File: src/zhxpu_pkg.sv
package zhxpu_pkg;

	localparam int WORD_W = 16;
	localparam int REG_ADDR_W = 3;
	localparam int NUM_REGS = 8;

	typedef logic [WORD_W-1:0] word_t;
	typedef logic [REG_ADDR_W-1:0] reg_addr_t;
	typedef logic [2:0] shamt_t;

	// primary opcodes, inst[15:11]
	localparam logic [4:0] OPC_NOP = 5'b00001;
	localparam logic [4:0] OPC_B = 5'b00010;
	localparam logic [4:0] OPC_BEQZ = 5'b00100;
	localparam logic [4:0] OPC_BNEZ = 5'b00101;
	localparam logic [4:0] OPC_SLL = 5'b00110;
	localparam logic [4:0] OPC_ADDIU = 5'b01001;
	localparam logic [4:0] OPC_LI = 5'b01101;
	localparam logic [4:0] OPC_RRR = 5'b11100;
	localparam logic [4:0] OPC_RR = 5'b11101;

	// three-register group, inst[1:0]
	localparam logic [1:0] FN_ADDU = 2'b01;
	localparam logic [1:0] FN_SUBU = 2'b11;
	// shift group, inst[1:0]
	localparam logic [1:0] FN_SLL = 2'b00;
	// two-register group, inst[4:0]
	localparam logic [4:0] FN_SLT = 5'b00010;
	localparam logic [4:0] FN_AND = 5'b01100;
	localparam logic [4:0] FN_OR = 5'b01101;

	typedef enum logic [3:0] {
		OP_NOP = 4'd0,
		OP_LI,
		OP_ADDIU,
		OP_ADDU,
		OP_SUBU,
		OP_AND,
		OP_OR,
		OP_SLT,
		OP_SLL,
		OP_B,
		OP_BEQZ,
		OP_BNEZ
	} op_t;

	typedef struct packed {
		op_t op;
		reg_addr_t rs1;
		reg_addr_t rs2;
		logic uses_rs1;
		logic uses_rs2;
		reg_addr_t rd;
		logic reg_write;
		word_t imm;
	} decoded_t;

	typedef struct packed {
		logic valid;
		word_t pc;
		word_t inst;
	} if_id_t;

	typedef struct packed {
		logic valid;
		op_t op;
		reg_addr_t rd;
		logic reg_write;
		word_t a;
		// rs2 value or immediate, picked in ID
		word_t b;
		shamt_t shamt;
	} id_exe_t;

	typedef struct packed {
		logic valid;
		reg_addr_t rd;
		logic reg_write;
		word_t result;
	} exe_wb_t;

	typedef struct packed {
		logic valid;
		reg_addr_t addr;
		word_t value;
	} wb_port_t;

	// empty slots, invalid and NOP
	localparam if_id_t IF_ID_BUBBLE = '0;
	localparam id_exe_t ID_EXE_BUBBLE = '0;
	localparam exe_wb_t EXE_WB_BUBBLE = '0;

endpackage

File: src/pc_reg.sv
`timescale 1ns/1ps

module pc_reg #(
	parameter zhxpu_pkg::word_t RESET_PC = '0
) (
	input logic clk,
	input logic reset,
	input logic hold,
	input logic taken,
	input zhxpu_pkg::word_t target,
	output zhxpu_pkg::word_t pc
);

	// taken arrives already gated by hold
	always_ff @(posedge clk) begin
		if (reset) begin
			pc <= RESET_PC;
		end else if (taken) begin
			pc <= target;
		end else if (!hold) begin
			// word addressed, next instruction is pc + 1
			pc <= pc + 16'd1;
		end
	end

endmodule

File: src/stage_reg.sv
`timescale 1ns/1ps

module stage_reg #(
	parameter type payload_t = logic,
	parameter payload_t BUBBLE = '0
) (
	input logic clk,
	input logic reset,
	input logic hold,
	input logic flush,
	input payload_t d,
	output payload_t q
);

	// flush beats hold
	always_ff @(posedge clk) begin
		if (reset || flush) begin
			q <= BUBBLE;
		end else if (!hold) begin
			q <= d;
		end
	end

endmodule

File: src/decoder.sv
`timescale 1ns/1ps

module decoder (
	input zhxpu_pkg::word_t inst,
	input logic valid,
	output zhxpu_pkg::decoded_t dec
);
	import zhxpu_pkg::*;

	reg_addr_t rx;
	reg_addr_t ry;
	reg_addr_t rz;
	word_t imm_s8;
	word_t imm_z8;
	word_t imm_s11;
	word_t imm_sh;

	assign rx = inst[10:8];
	assign ry = inst[7:5];
	assign rz = inst[4:2];

	assign imm_s8 = {{8{inst[7]}}, inst[7:0]};
	assign imm_z8 = {8'b0, inst[7:0]};
	assign imm_s11 = {{5{inst[10]}}, inst[10:0]};
	// raw 3-bit amount, 0 is turned into 8 in the ALU
	assign imm_sh = {13'b0, inst[4:2]};

	always_comb begin
		// empty slot or unknown encoding stays NOP with no flags
		dec = '0;
		if (valid) begin
			case (inst[15:11])
				OPC_NOP: begin
					dec.op = OP_NOP;
				end
				OPC_LI: begin
					dec = '{op: OP_LI, rs1: '0, rs2: '0, uses_rs1: 1'b0, uses_rs2: 1'b0,
						rd: rx, reg_write: 1'b1, imm: imm_z8};
				end
				OPC_ADDIU: begin
					dec = '{op: OP_ADDIU, rs1: rx, rs2: '0, uses_rs1: 1'b1, uses_rs2: 1'b0,
						rd: rx, reg_write: 1'b1, imm: imm_s8};
				end
				OPC_RRR: begin
					if (inst[1:0] == FN_ADDU || inst[1:0] == FN_SUBU) begin
						dec = '{op: (inst[1:0] == FN_ADDU) ? OP_ADDU : OP_SUBU,
							rs1: rx, rs2: ry, uses_rs1: 1'b1, uses_rs2: 1'b1,
							rd: rz, reg_write: 1'b1, imm: '0};
					end
				end
				OPC_RR: begin
					// result goes back to rx
					case (inst[4:0])
						FN_AND: dec.op = OP_AND;
						FN_OR: dec.op = OP_OR;
						FN_SLT: dec.op = OP_SLT;
						default: dec.op = OP_NOP;
					endcase
					if (dec.op != OP_NOP) begin
						dec.rs1 = rx;
						dec.rs2 = ry;
						dec.uses_rs1 = 1'b1;
						dec.uses_rs2 = 1'b1;
						dec.rd = rx;
						dec.reg_write = 1'b1;
					end
				end
				OPC_SLL: begin
					if (inst[1:0] == FN_SLL) begin
						dec = '{op: OP_SLL, rs1: '0, rs2: ry, uses_rs1: 1'b0, uses_rs2: 1'b1,
							rd: rx, reg_write: 1'b1, imm: imm_sh};
					end
				end
				OPC_B: begin
					dec.op = OP_B;
					dec.imm = imm_s11;
				end
				OPC_BEQZ, OPC_BNEZ: begin
					dec.op = (inst[11]) ? OP_BNEZ : OP_BEQZ;
					dec.rs1 = rx;
					dec.uses_rs1 = 1'b1;
					dec.imm = imm_s8;
				end
				default: begin
					dec.op = OP_NOP;
				end
			endcase
		end
	end

endmodule

File: src/jmp_ctrl.sv
`timescale 1ns/1ps

module jmp_ctrl (
	input zhxpu_pkg::decoded_t dec,
	input zhxpu_pkg::word_t pc,
	input zhxpu_pkg::word_t rx_value,
	input logic hold,
	output logic taken,
	output zhxpu_pkg::word_t target
);
	import zhxpu_pkg::*;

	logic cond;

	always_comb begin
		case (dec.op)
			OP_B: cond = 1'b1;
			OP_BEQZ: cond = (rx_value == '0);
			OP_BNEZ: cond = (rx_value != '0);
			default: cond = 1'b0;
		endcase
	end

	// rx may still be in flight while stalled, so no redirect then
	assign taken = cond && !hold;

	// offset counts from the slot after the branch
	assign target = pc + 16'd1 + dec.imm;

endmodule

File: src/register.sv
`timescale 1ns/1ps

module register (
	input logic clk,
	input logic reset,
	input zhxpu_pkg::reg_addr_t rs1,
	input zhxpu_pkg::reg_addr_t rs2,
	output zhxpu_pkg::word_t value1,
	output zhxpu_pkg::word_t value2,
	input zhxpu_pkg::wb_port_t wr
);
	import zhxpu_pkg::*;

	word_t regs [NUM_REGS];

	always_ff @(posedge clk) begin
		if (reset) begin
			for (int i = 0; i < NUM_REGS; i++) begin
				regs[i] <= '0;
			end
		end else if (wr.valid) begin
			regs[wr.addr] <= wr.value;
		end
	end

	// same-cycle write is seen by ID
	assign value1 = (wr.valid && wr.addr == rs1) ? wr.value : regs[rs1];
	assign value2 = (wr.valid && wr.addr == rs2) ? wr.value : regs[rs2];

endmodule

File: src/stall_ctrl.sv
`timescale 1ns/1ps

module stall_ctrl (
	input zhxpu_pkg::decoded_t dec,
	input zhxpu_pkg::reg_addr_t exe_rd,
	input logic exe_writes,
	output logic hold
);

	logic hit1;
	logic hit2;

	// only EXE can conflict, WB is covered by write-through
	assign hit1 = dec.uses_rs1 && (dec.rs1 == exe_rd);
	assign hit2 = dec.uses_rs2 && (dec.rs2 == exe_rd);

	assign hold = exe_writes && (hit1 || hit2);

endmodule

File: src/alu.sv
`timescale 1ns/1ps

module alu (
	input zhxpu_pkg::op_t op,
	input zhxpu_pkg::word_t a,
	input zhxpu_pkg::word_t b,
	input zhxpu_pkg::shamt_t shamt,
	output zhxpu_pkg::word_t result
);
	import zhxpu_pkg::*;

	logic [3:0] shift_by;

	// encoded 0 shifts by 8
	assign shift_by = (shamt == 3'd0) ? 4'd8 : {1'b0, shamt};

	always_comb begin
		case (op)
			OP_ADDU, OP_ADDIU: result = a + b;
			OP_SUBU: result = a - b;
			OP_AND: result = a & b;
			OP_OR: result = a | b;
			OP_SLT: result = ($signed(a) < $signed(b)) ? 16'd1 : 16'd0;
			OP_SLL: result = b << shift_by;
			// immediate already sits on b
			OP_LI: result = b;
			default: result = '0;
		endcase
	end

endmodule

File: src/zhxpu.sv
`timescale 1ns/1ps

module zhxpu #(
	parameter zhxpu_pkg::word_t RESET_PC = '0
) (
	input logic clk,
	input logic reset,
	output zhxpu_pkg::word_t imem_addr,
	input zhxpu_pkg::word_t imem_data,
	output zhxpu_pkg::wb_port_t wb
);
	import zhxpu_pkg::*;

	word_t pc;
	word_t target;
	logic hold;
	logic taken;

	if_id_t if_id_d;
	if_id_t if_id_q;
	id_exe_t id_exe_d;
	id_exe_t id_exe_q;
	exe_wb_t exe_wb_d;
	exe_wb_t exe_wb_q;

	decoded_t dec;
	word_t value1;
	word_t value2;
	word_t alu_result;

	// IF
	pc_reg #(.RESET_PC(RESET_PC)) u_pc_reg (
		.clk(clk),
		.reset(reset),
		.hold(hold),
		.taken(taken),
		.target(target),
		.pc(pc)
	);

	assign imem_addr = pc;
	assign if_id_d = '{valid: 1'b1, pc: pc, inst: imem_data};

	// wrong-path fetch is dropped on a taken branch
	stage_reg #(.payload_t(if_id_t), .BUBBLE(IF_ID_BUBBLE)) u_if_id (
		.clk(clk),
		.reset(reset),
		.hold(hold),
		.flush(taken),
		.d(if_id_d),
		.q(if_id_q)
	);

	// ID
	decoder u_decoder (
		.inst(if_id_q.inst),
		.valid(if_id_q.valid),
		.dec(dec)
	);

	register u_register (
		.clk(clk),
		.reset(reset),
		.rs1(dec.rs1),
		.rs2(dec.rs2),
		.value1(value1),
		.value2(value2),
		.wr(wb)
	);

	stall_ctrl u_stall_ctrl (
		.dec(dec),
		.exe_rd(id_exe_q.rd),
		.exe_writes(id_exe_q.valid && id_exe_q.reg_write),
		.hold(hold)
	);

	jmp_ctrl u_jmp_ctrl (
		.dec(dec),
		.pc(if_id_q.pc),
		.rx_value(value1),
		.hold(hold),
		.taken(taken),
		.target(target)
	);

	always_comb begin
		id_exe_d.valid = if_id_q.valid;
		id_exe_d.op = dec.op;
		id_exe_d.rd = dec.rd;
		id_exe_d.reg_write = dec.reg_write;
		id_exe_d.a = value1;
		id_exe_d.b = dec.uses_rs2 ? value2 : dec.imm;
		id_exe_d.shamt = dec.imm[2:0];
	end

	// a stalled instruction stays in ID, EXE gets a bubble
	stage_reg #(.payload_t(id_exe_t), .BUBBLE(ID_EXE_BUBBLE)) u_id_exe (
		.clk(clk),
		.reset(reset),
		.hold(1'b0),
		.flush(hold),
		.d(id_exe_d),
		.q(id_exe_q)
	);

	// EXE
	alu u_alu (
		.op(id_exe_q.op),
		.a(id_exe_q.a),
		.b(id_exe_q.b),
		.shamt(id_exe_q.shamt),
		.result(alu_result)
	);

	assign exe_wb_d = '{
		valid: id_exe_q.valid,
		rd: id_exe_q.rd,
		reg_write: id_exe_q.reg_write,
		result: alu_result
	};

	stage_reg #(.payload_t(exe_wb_t), .BUBBLE(EXE_WB_BUBBLE)) u_exe_wb (
		.clk(clk),
		.reset(reset),
		.hold(1'b0),
		.flush(1'b0),
		.d(exe_wb_d),
		.q(exe_wb_q)
	);

	// WB
	assign wb.valid = exe_wb_q.valid && exe_wb_q.reg_write;
	assign wb.addr = exe_wb_q.rd;
	assign wb.value = exe_wb_q.result;

endmodule

File: config.mk
export PLATFORM = sky130hd
export DESIGN_NAME = zhxpu
export DESIGN_NICKNAME = d
export VERILOG_FILES = /design/src/zhxpu_pkg.sv /design/src/pc_reg.sv /design/src/stage_reg.sv /design/src/decoder.sv /design/src/jmp_ctrl.sv /design/src/register.sv /design/src/stall_ctrl.sv /design/src/alu.sv /design/src/zhxpu.sv
export SDC_FILE = /design/constraint.sdc
export NUM_CORES = 1
export LEC_CHECK = 0
export ABC_AREA = 1
export BUFFER_PORTS_ARGS = -buffer_cell sky130_fd_sc_hd__clkbuf_2
export CAP_MARGIN = 10
export CELL_PAD_IN_SITES_DETAIL_PLACEMENT = 0
export CELL_PAD_IN_SITES_GLOBAL_PLACEMENT = 1
export CORE_AREA = 2 2 179 198
export DETAILED_ROUTE_END_ITERATION = 10
export DIE_AREA = 0 0 181 200
export PLACE_DENSITY = 0.78
export SKIP_LAST_GASP = 1
export SYNTH_ARGS = -nofsm -noshare
export SYNTH_HDL_FRONTEND = slang
export SYNTH_SLANG_ARGS = --single-unit
export TNS_END_PERCENT = 50
File: constraint.sdc
create_clock -name clk -period 4.1 [get_ports clk]
set_input_delay 0.82 -clock clk [delete_from_list [all_inputs] [get_ports clk]]
set_output_delay 0.82 -clock clk [all_outputs]
set_load 0.1 [all_outputs]
# --- Word-level counts from Yosys, hierarchy flattened ---
# Memory sizes are Yosys's and may differ from the RTL's.
# Index checks and enable logic that the tools add are counted.
# Widths: inputs -> output; s select.
classes:
  multipliers: 0
  n_bitwise: 3
  n_eq_ne: 29
  mux: 32
  div_mod_pow: 0
  n_shift: 1
  add_sub_neg: 5
  n_reduce_logical: 24
  magnitude_cmp: 1
op_table:
  columns: ["op", "count"]
  rows:
  - ["$pmux 16 s7", 1]
  - ["$mux 16", 6]
  - ["$mux 32", 3]
  - ["$pmux 16 s5", 1]
  - ["$add 16x1->16 const B", 2]
  - ["$add 16x16->16", 2]
  - ["$pmux 4 s7", 1]
  - ["$eq 5x4->1 const B", 4]
  - ["$pmux 5 s4", 1]
  - ["$pmux 3 s3", 2]
  - ["$and 16x16->16", 1]
  - ["$eq 4x3->1 const B", 4]
  - ["$eq 4x4->1 const B", 4]
  - ["$logic_not 16->1", 1]
  - ["$lt 16x16->1", 1]
  - ["$or 16x16->16", 1]
  - ["$reduce_bool 16->1", 1]
  - ["$reduce_or 16->1", 1]
  - ["$shl 16x4->16", 1]
  - ["$sub 16x16->16", 1]
  - ["$eq 5x3->1 const B", 3]
  - ["$eq 3x3->1", 4]
  - ["$mux 12", 1]
  - ["$mux 4", 3]
  - ["other kinds (21)", 45]
word_totals:
  word_cells: 111
  mem_bits_rw: 128
  in_bits: 18
  reg_bits: 114
  latch_bits: 0
  mem_count: 1
  out_inout_bits: 36
  romBits: 0
memory_table:
  columns: ["name", "depth", "word_bits", "read_ports", "rd_ports_with_merged_regs", "wr", "line", "text"]
  rows:
  - ["u_register.regs", 8, 16, 2, 0, 8, "register.sv:14", "word_t regs [NUM_REGS];"]

# --- Longest topological paths before layout ---
logic_depth:
  depth_word: 15
  depth_mapped: 25
  ltp_nobuf: 24

# --- Hierarchy ---
# Synthesis repeated with hierarchy kept, for this count alone.
hier_totals:
  cells_unflattened: 2976
  area_unflattened_um2: 18617.9
by_module_without_submodules:
  columns: ["module", "instances", "area_per_inst_um2", "cells_each", "seq_area_each_um2"]
  rows:
  - ["register", 1, 7772.5, 1057, 3843.7]
  - ["alu", 1, 3563.4, 698, 0.0]
  - ["stage_reg at u_id_exe", 1, 1835.5, 279, 880.8]
  - ["stage_reg at u_if_id", 1, 1376.3, 209, 660.6]
  - ["pc_reg", 1, 1077.3, 172, 320.3]
  - ["jmp_ctrl", 1, 1016.0, 199, 0.0]
  - ["stage_reg at u_exe_wb", 1, 904.6, 134, 420.4]
  - ["decoder", 1, 669.4, 135, 0.0]
  - ["zhxpu", 1, 266.5, 58, 0.0]
  - ["stall_ctrl", 1, 136.4, 35, 0.0]

# --- Worst setup path before layout ---
# Ideal clock, no wire load.
synth_path:
  path_kind: "flip-flop to flip-flop"
  startpoint: "reg u_if_id.q[32] in the netlist's numbering"
  endpoint: "reg u_pc_reg.pc[15]"
  stages_incl_launch_ff: 19
  slack_ns: 0.901
  n_path_buf: 3
  setup_ns: 0.074
  period_less_slack_ns: 3.199
  t_required_ns: 4.026
  t_arrival_ns: 3.125
  cell_sequence: "dfxtp_1 > buf_2 > clkbuf_1 > clkbuf_1 > inv_1 > nor2_1 > ha_1 > nand2_1 > a21oi_1 > a211oi_1 > o221ai_1 > a21oi_1 > o21bai_1 > nand2_1 > nand2_1 > a21oi_1 > xor2_1 > nor2_1 > o21ai_0"
synth_via:
  elab_chain_cells: 8
  word_cells_on_any_way: 22
  cone_classes: "add/sub (1); eq/ne (7); mux (4); reduce/logical (9); memory (1)"
synth_rtl:
  columns: ["element", "line", "text"]
  rows:
  - ["from (decl)", "stage_reg.sv:12", "output payload_t q"]
  - ["from (signal assigned)", "stage_reg.sv:18", "q <= BUBBLE;"]
  - ["from (signal assigned)", "stage_reg.sv:20", "q <= d;"]
  - ["$mux 32 (*)", "decoder.sv:31", "if (valid) begin"]
  - ["branches (longest 7 deep; another with $mem_v2 8x16)", null, null]
  - ["to (signal assigned)", "pc_reg.sv:19", "pc <= target;"]
  - ["to (signal assigned)", "pc_reg.sv:22", "pc <= pc + 16'd1;"]
  - ["to (decl)", "pc_reg.sv:11", "output zhxpu_pkg::word_t pc"]
# Mark *: on every way between the ends.
# A chain may end at the register's enable or synchronous reset.

# --- Worst setup path after layout ---
layout_path:
  startpoint: "reg u_if_id.q[11] in the netlist's numbering"
  endpoint: "reg u_pc_reg.pc[14]"
layout_via:
  elab_chain_cells: 11
  word_cells_on_any_way: 40
  cone_classes: "add/sub (1); eq/ne (15); mux (11); reduce/logical (12); memory (1)"
layout_rtl:
  columns: ["element", "line", "text"]
  rows:
  - ["$eq 5x4->1 or $eq 5x3->1 (tied branches)", "decoder.sv:32", "case (inst[15:11])"]
  - ["$reduce_or 3->1 (no source line)", null, null]
  - ["$pmux 3 s4", "decoder.sv:32", null]
  - ["$mux 32 (*)", "decoder.sv:31", null]
  - ["branches (longest 7 deep; another with $mem_v2 8x16)", null, null]
# Marked as above.

==> results.yml <==
finish:
  layout-drive-gt1-share_pct: 8.965
  seqCellArea_sq_um: 6128
  area_growth_pct: 10.79
  antennaDiodeCount: 0
  largest_reg_flops: 128
  regMostFlops: "u_register.regs"
  reg.largest.list: "u_register.regs x128, u_id_exe.q x44, u_if_id.q x33"
  nets: 2305
  multi_input_area_sq_um: 7999
  nFillCells: 3452
  fin_util_pct: 51.54
die:
  die_width_um: 181
  die_area_sq_um: 36200
  initial_core_util_pct: 46.52
  die_y_um: 200
  std_cell_rows: 71
  ioPinCount: 54
  coreArea_sq_um: 34110
global_routing:
  grtUsageTotal_pct: 29.42
  grt-ovfl-total: 0
  grt_first_pass_wirelength_um: 82150
  grt_max_degree: 43
  antenna_found_initial: 0
  grt_pass1_vias: 14560
worst_setup_path:
  start_kind: "register"
  cp-end-kind: "register"
  r2r-start: "u_if_id.q[11]$_SDFFE_PP0N_"
  worstRegToRegCells: 22
  startpoint: "u_if_id.q[11]$_SDFFE_PP0N_"
  cp.arrival_ps: 4320
  crit_type: "register to register"
  worstPathRequired_ps: 4590
  r2r_slack_ps: 270
  worstReg2RegEnd: "u_pc_reg.pc[14]$_SDFFE_PP0P_"
  path_max_fanout: 20
hold_path:
  hold-path-endpoint: "u_exe_wb.q[20]$_SDFF_PP0_"
  hold_path_depth: 2
  hold_class: "register to register"
  holdCritStartpoint: "u_id_exe.q[43]$_SDFF_PP0_"
logic_synthesis:
  synth_edf_count: 128
  synth-seq-cells: 242
  yosysWarnings: 0
  ys_seq_area_share_pct: 38.60
  synthCells: 2212
  synthesis.area_sq_um: 15870
  yosys-top-cells-count: "401 x nand2_1, 310 x inv_1, 308 x nor2_1, 183 x o21ai_0, 165 x nand3_1"
  synthesis.nets: 2297
  synth_top_area_share_pct: 24.22
  yosysMostFrequentCell: "nand2_1"
  synthFlopType: "edfxtp_1"
  avgSynthCellArea_sq_um: 7.175
  async_reset_ff_share_pct: 0
  synth_cell_type_count: 54
  synth_largest_area_cell: "edfxtp_1"
  netlist_top_cells_area: "edfxtp_1 24%, dfxtp_1 14%, nand2_1 9.5%"
sta:
  worst_pin_slew_ps: 1037
  slew_headroom_pct: 30.73
  rsz0062_at_grt: "yes"
  fmax_mhz: 261.3
  hold_violations: 0
  fin_skew_ps: 23.03
  fin_crit_ps: 3827
  fin_crit_sh_pct: 93.35
  fin_tns_setup_ps: 0
  final_max_slew_viol_count: 0
  setup_viol: 0
power:
  swShare_pct: 27.08
  finalPower_mw: 5.894
  pwr-share-clk_pct: 45.2
  power_frac_comb_pct: 9.4
  pwr-share-seq_pct: 45.4
  p_leak_nw: 7.572
  irDropWorstVdd_uv: 307.9
  powerDensity_nw_per_um2: 335.2
  switchingPower_mw: 1.596
  p_int_mw: 4.298
routing:
  wl_um: 54370
  drc: 0
  routed-wl-met3_um: 3109
  dr_wl_met2_um: 25280
  wl_per_cell_um: 20.29
  met1Wirelength_um: 23800
  vias: 15370
  routed_via_density: 5.737
  drtIter0Drc: 1555
  antenna_left: 0
  drtPass1Iterations: 5
  highest_layer: "met4"
clock_tree:
  cts_resized: 0
  cts_num_sinks: 242
  cts_tree: "yes"
  cts_max_level: 1
  cts_hold_buf: 0
  clock_path_buffers: 3
  numCtsBuffers: 28
  root_buffer: "clkbuf_16"
  clk_latency_ps: 570
  cts_setup_buffers: 0
  clk_pin_slew_ps: 60
run:
  cap_violations: 0
placement:
  finalWeightedCongestion: 0.9187
  dpl.hpwl_um: 38920
  io_buffers: 53
run_status:
  status: "complete, no violations"
cell families after synthesis:
| family | share of synthesized area (%) |
|---|---|
| adders and majority gates | 5.424 |
| buffers and inverters | 11.57 |
| and+or+nand+nor | 26.96 |
| xor gates and xnor gates | 1.821 |
| AOI/OAI and AO/OA | 15.50 |
| DFF | 38.60 |
| muxes | 0.1261 |
power groups by stage:
stage	clock network, mW	logic [mW]	registers, mW
6_report	2.67	0.553	2.68
3_3_place_gp	0	0.535	2.73
4_1_cts	2.69	0.539	2.67
2_1_floorplan	0	0.357	2.73
5_1_grt	2.80	0.607	2.68
3_5_place_dp	0	0.536	2.73
critical path: stages (launching register included):
cell	delay (ps)
dfxtp_1	340
inv_2	50
nor2_2	130
nand3_1	120
nor2_2	190
nand2_1	180
nand2_8	200
nand3_4	210
nor2_1	190
nor2_2	80
nand2_4	210
inv_2	200
nand2_1	120
nand2_1	100
nor2_1	110
nand3_1	170
nor2_2	220
nand2_1	120
nand2_4	210
nand3_2	260
nand2_1	120
nand3_1	80
o21ai_1	110
worst max-delay path by stage:
stage,to,cells after the start
global route,u_pc_reg.pc[15]$_SDFFE_PP0P_,23
CTS,u_if_id.q[28]$_SDFFE_PP0N_,20
floorplan,u_pc_reg.pc[15]$_SDFFE_PP0P_,18
detailed placement,u_if_id.q[28]$_SDFFE_PP0N_,21
finish,u_pc_reg.pc[14]$_SDFFE_PP0P_,22
global placement,u_if_id.q[5]$_SDFFE_PP0N_,20
through the flow:
stage | hold slack [ps] | std cells | setup slack (ps) | cell area, sq um
2_1_floorplan | 403.1 | 2212 | 900.6 | 15870
3_3_place_gp | 408.9 | 2625 | 186.0 | 16510
3_5_place_dp | 412.4 | 2625 | 59.43 | 16510
4_1_cts | 422.6 | 2677 | 20.72 | 17500
5_1_grt | 450.9 | 2680 | -44.36 | 17580
6_report | 423.1 | 2680 | 272.8 | 17580
routing by layer:
layer	GRT usage, %	up-vias
met5	0	-
met4	12.04	0
met3	2.504	129
met2	49.81	585
met1	39.18	7295
li1	-	7365
layout make-up:
| class | count | share of cell area (%) |
|---|---|---|
| Multi-Input combinational cell | 1518 | 45.50 |
| Clock buffer | 30 | 4.206 |
| Inverter | 328 | 7.003 |
| Timing Repair Buffer | 102 | 3.886 |
| Sequential cell | 242 | 34.86 |
| Clock inverter | 22 | 1.438 |
| Tap cell | 438 | 3.117 |
cells in the final DEF (no fill, tap or decap), types with 10 or more instances in the layout:
cell and n:
ha_1 64, o21ai_0 183, nor2_1 308, a21oi_1 92
o211ai_1 33, inv_1 310, buf_4 45, nor2_2 10
o22ai_1 30, nand3_1 165, dfxtp_1 112, edfxtp_1 128
clkbuf_16 29, o221ai_1 13, clkbuf_2 53, xor2_1 27
nand4_1 72, nor3_1 16, nand2_1 400, clkinv_1 12
No activity file was read; power rests on OpenSTA's default activity.
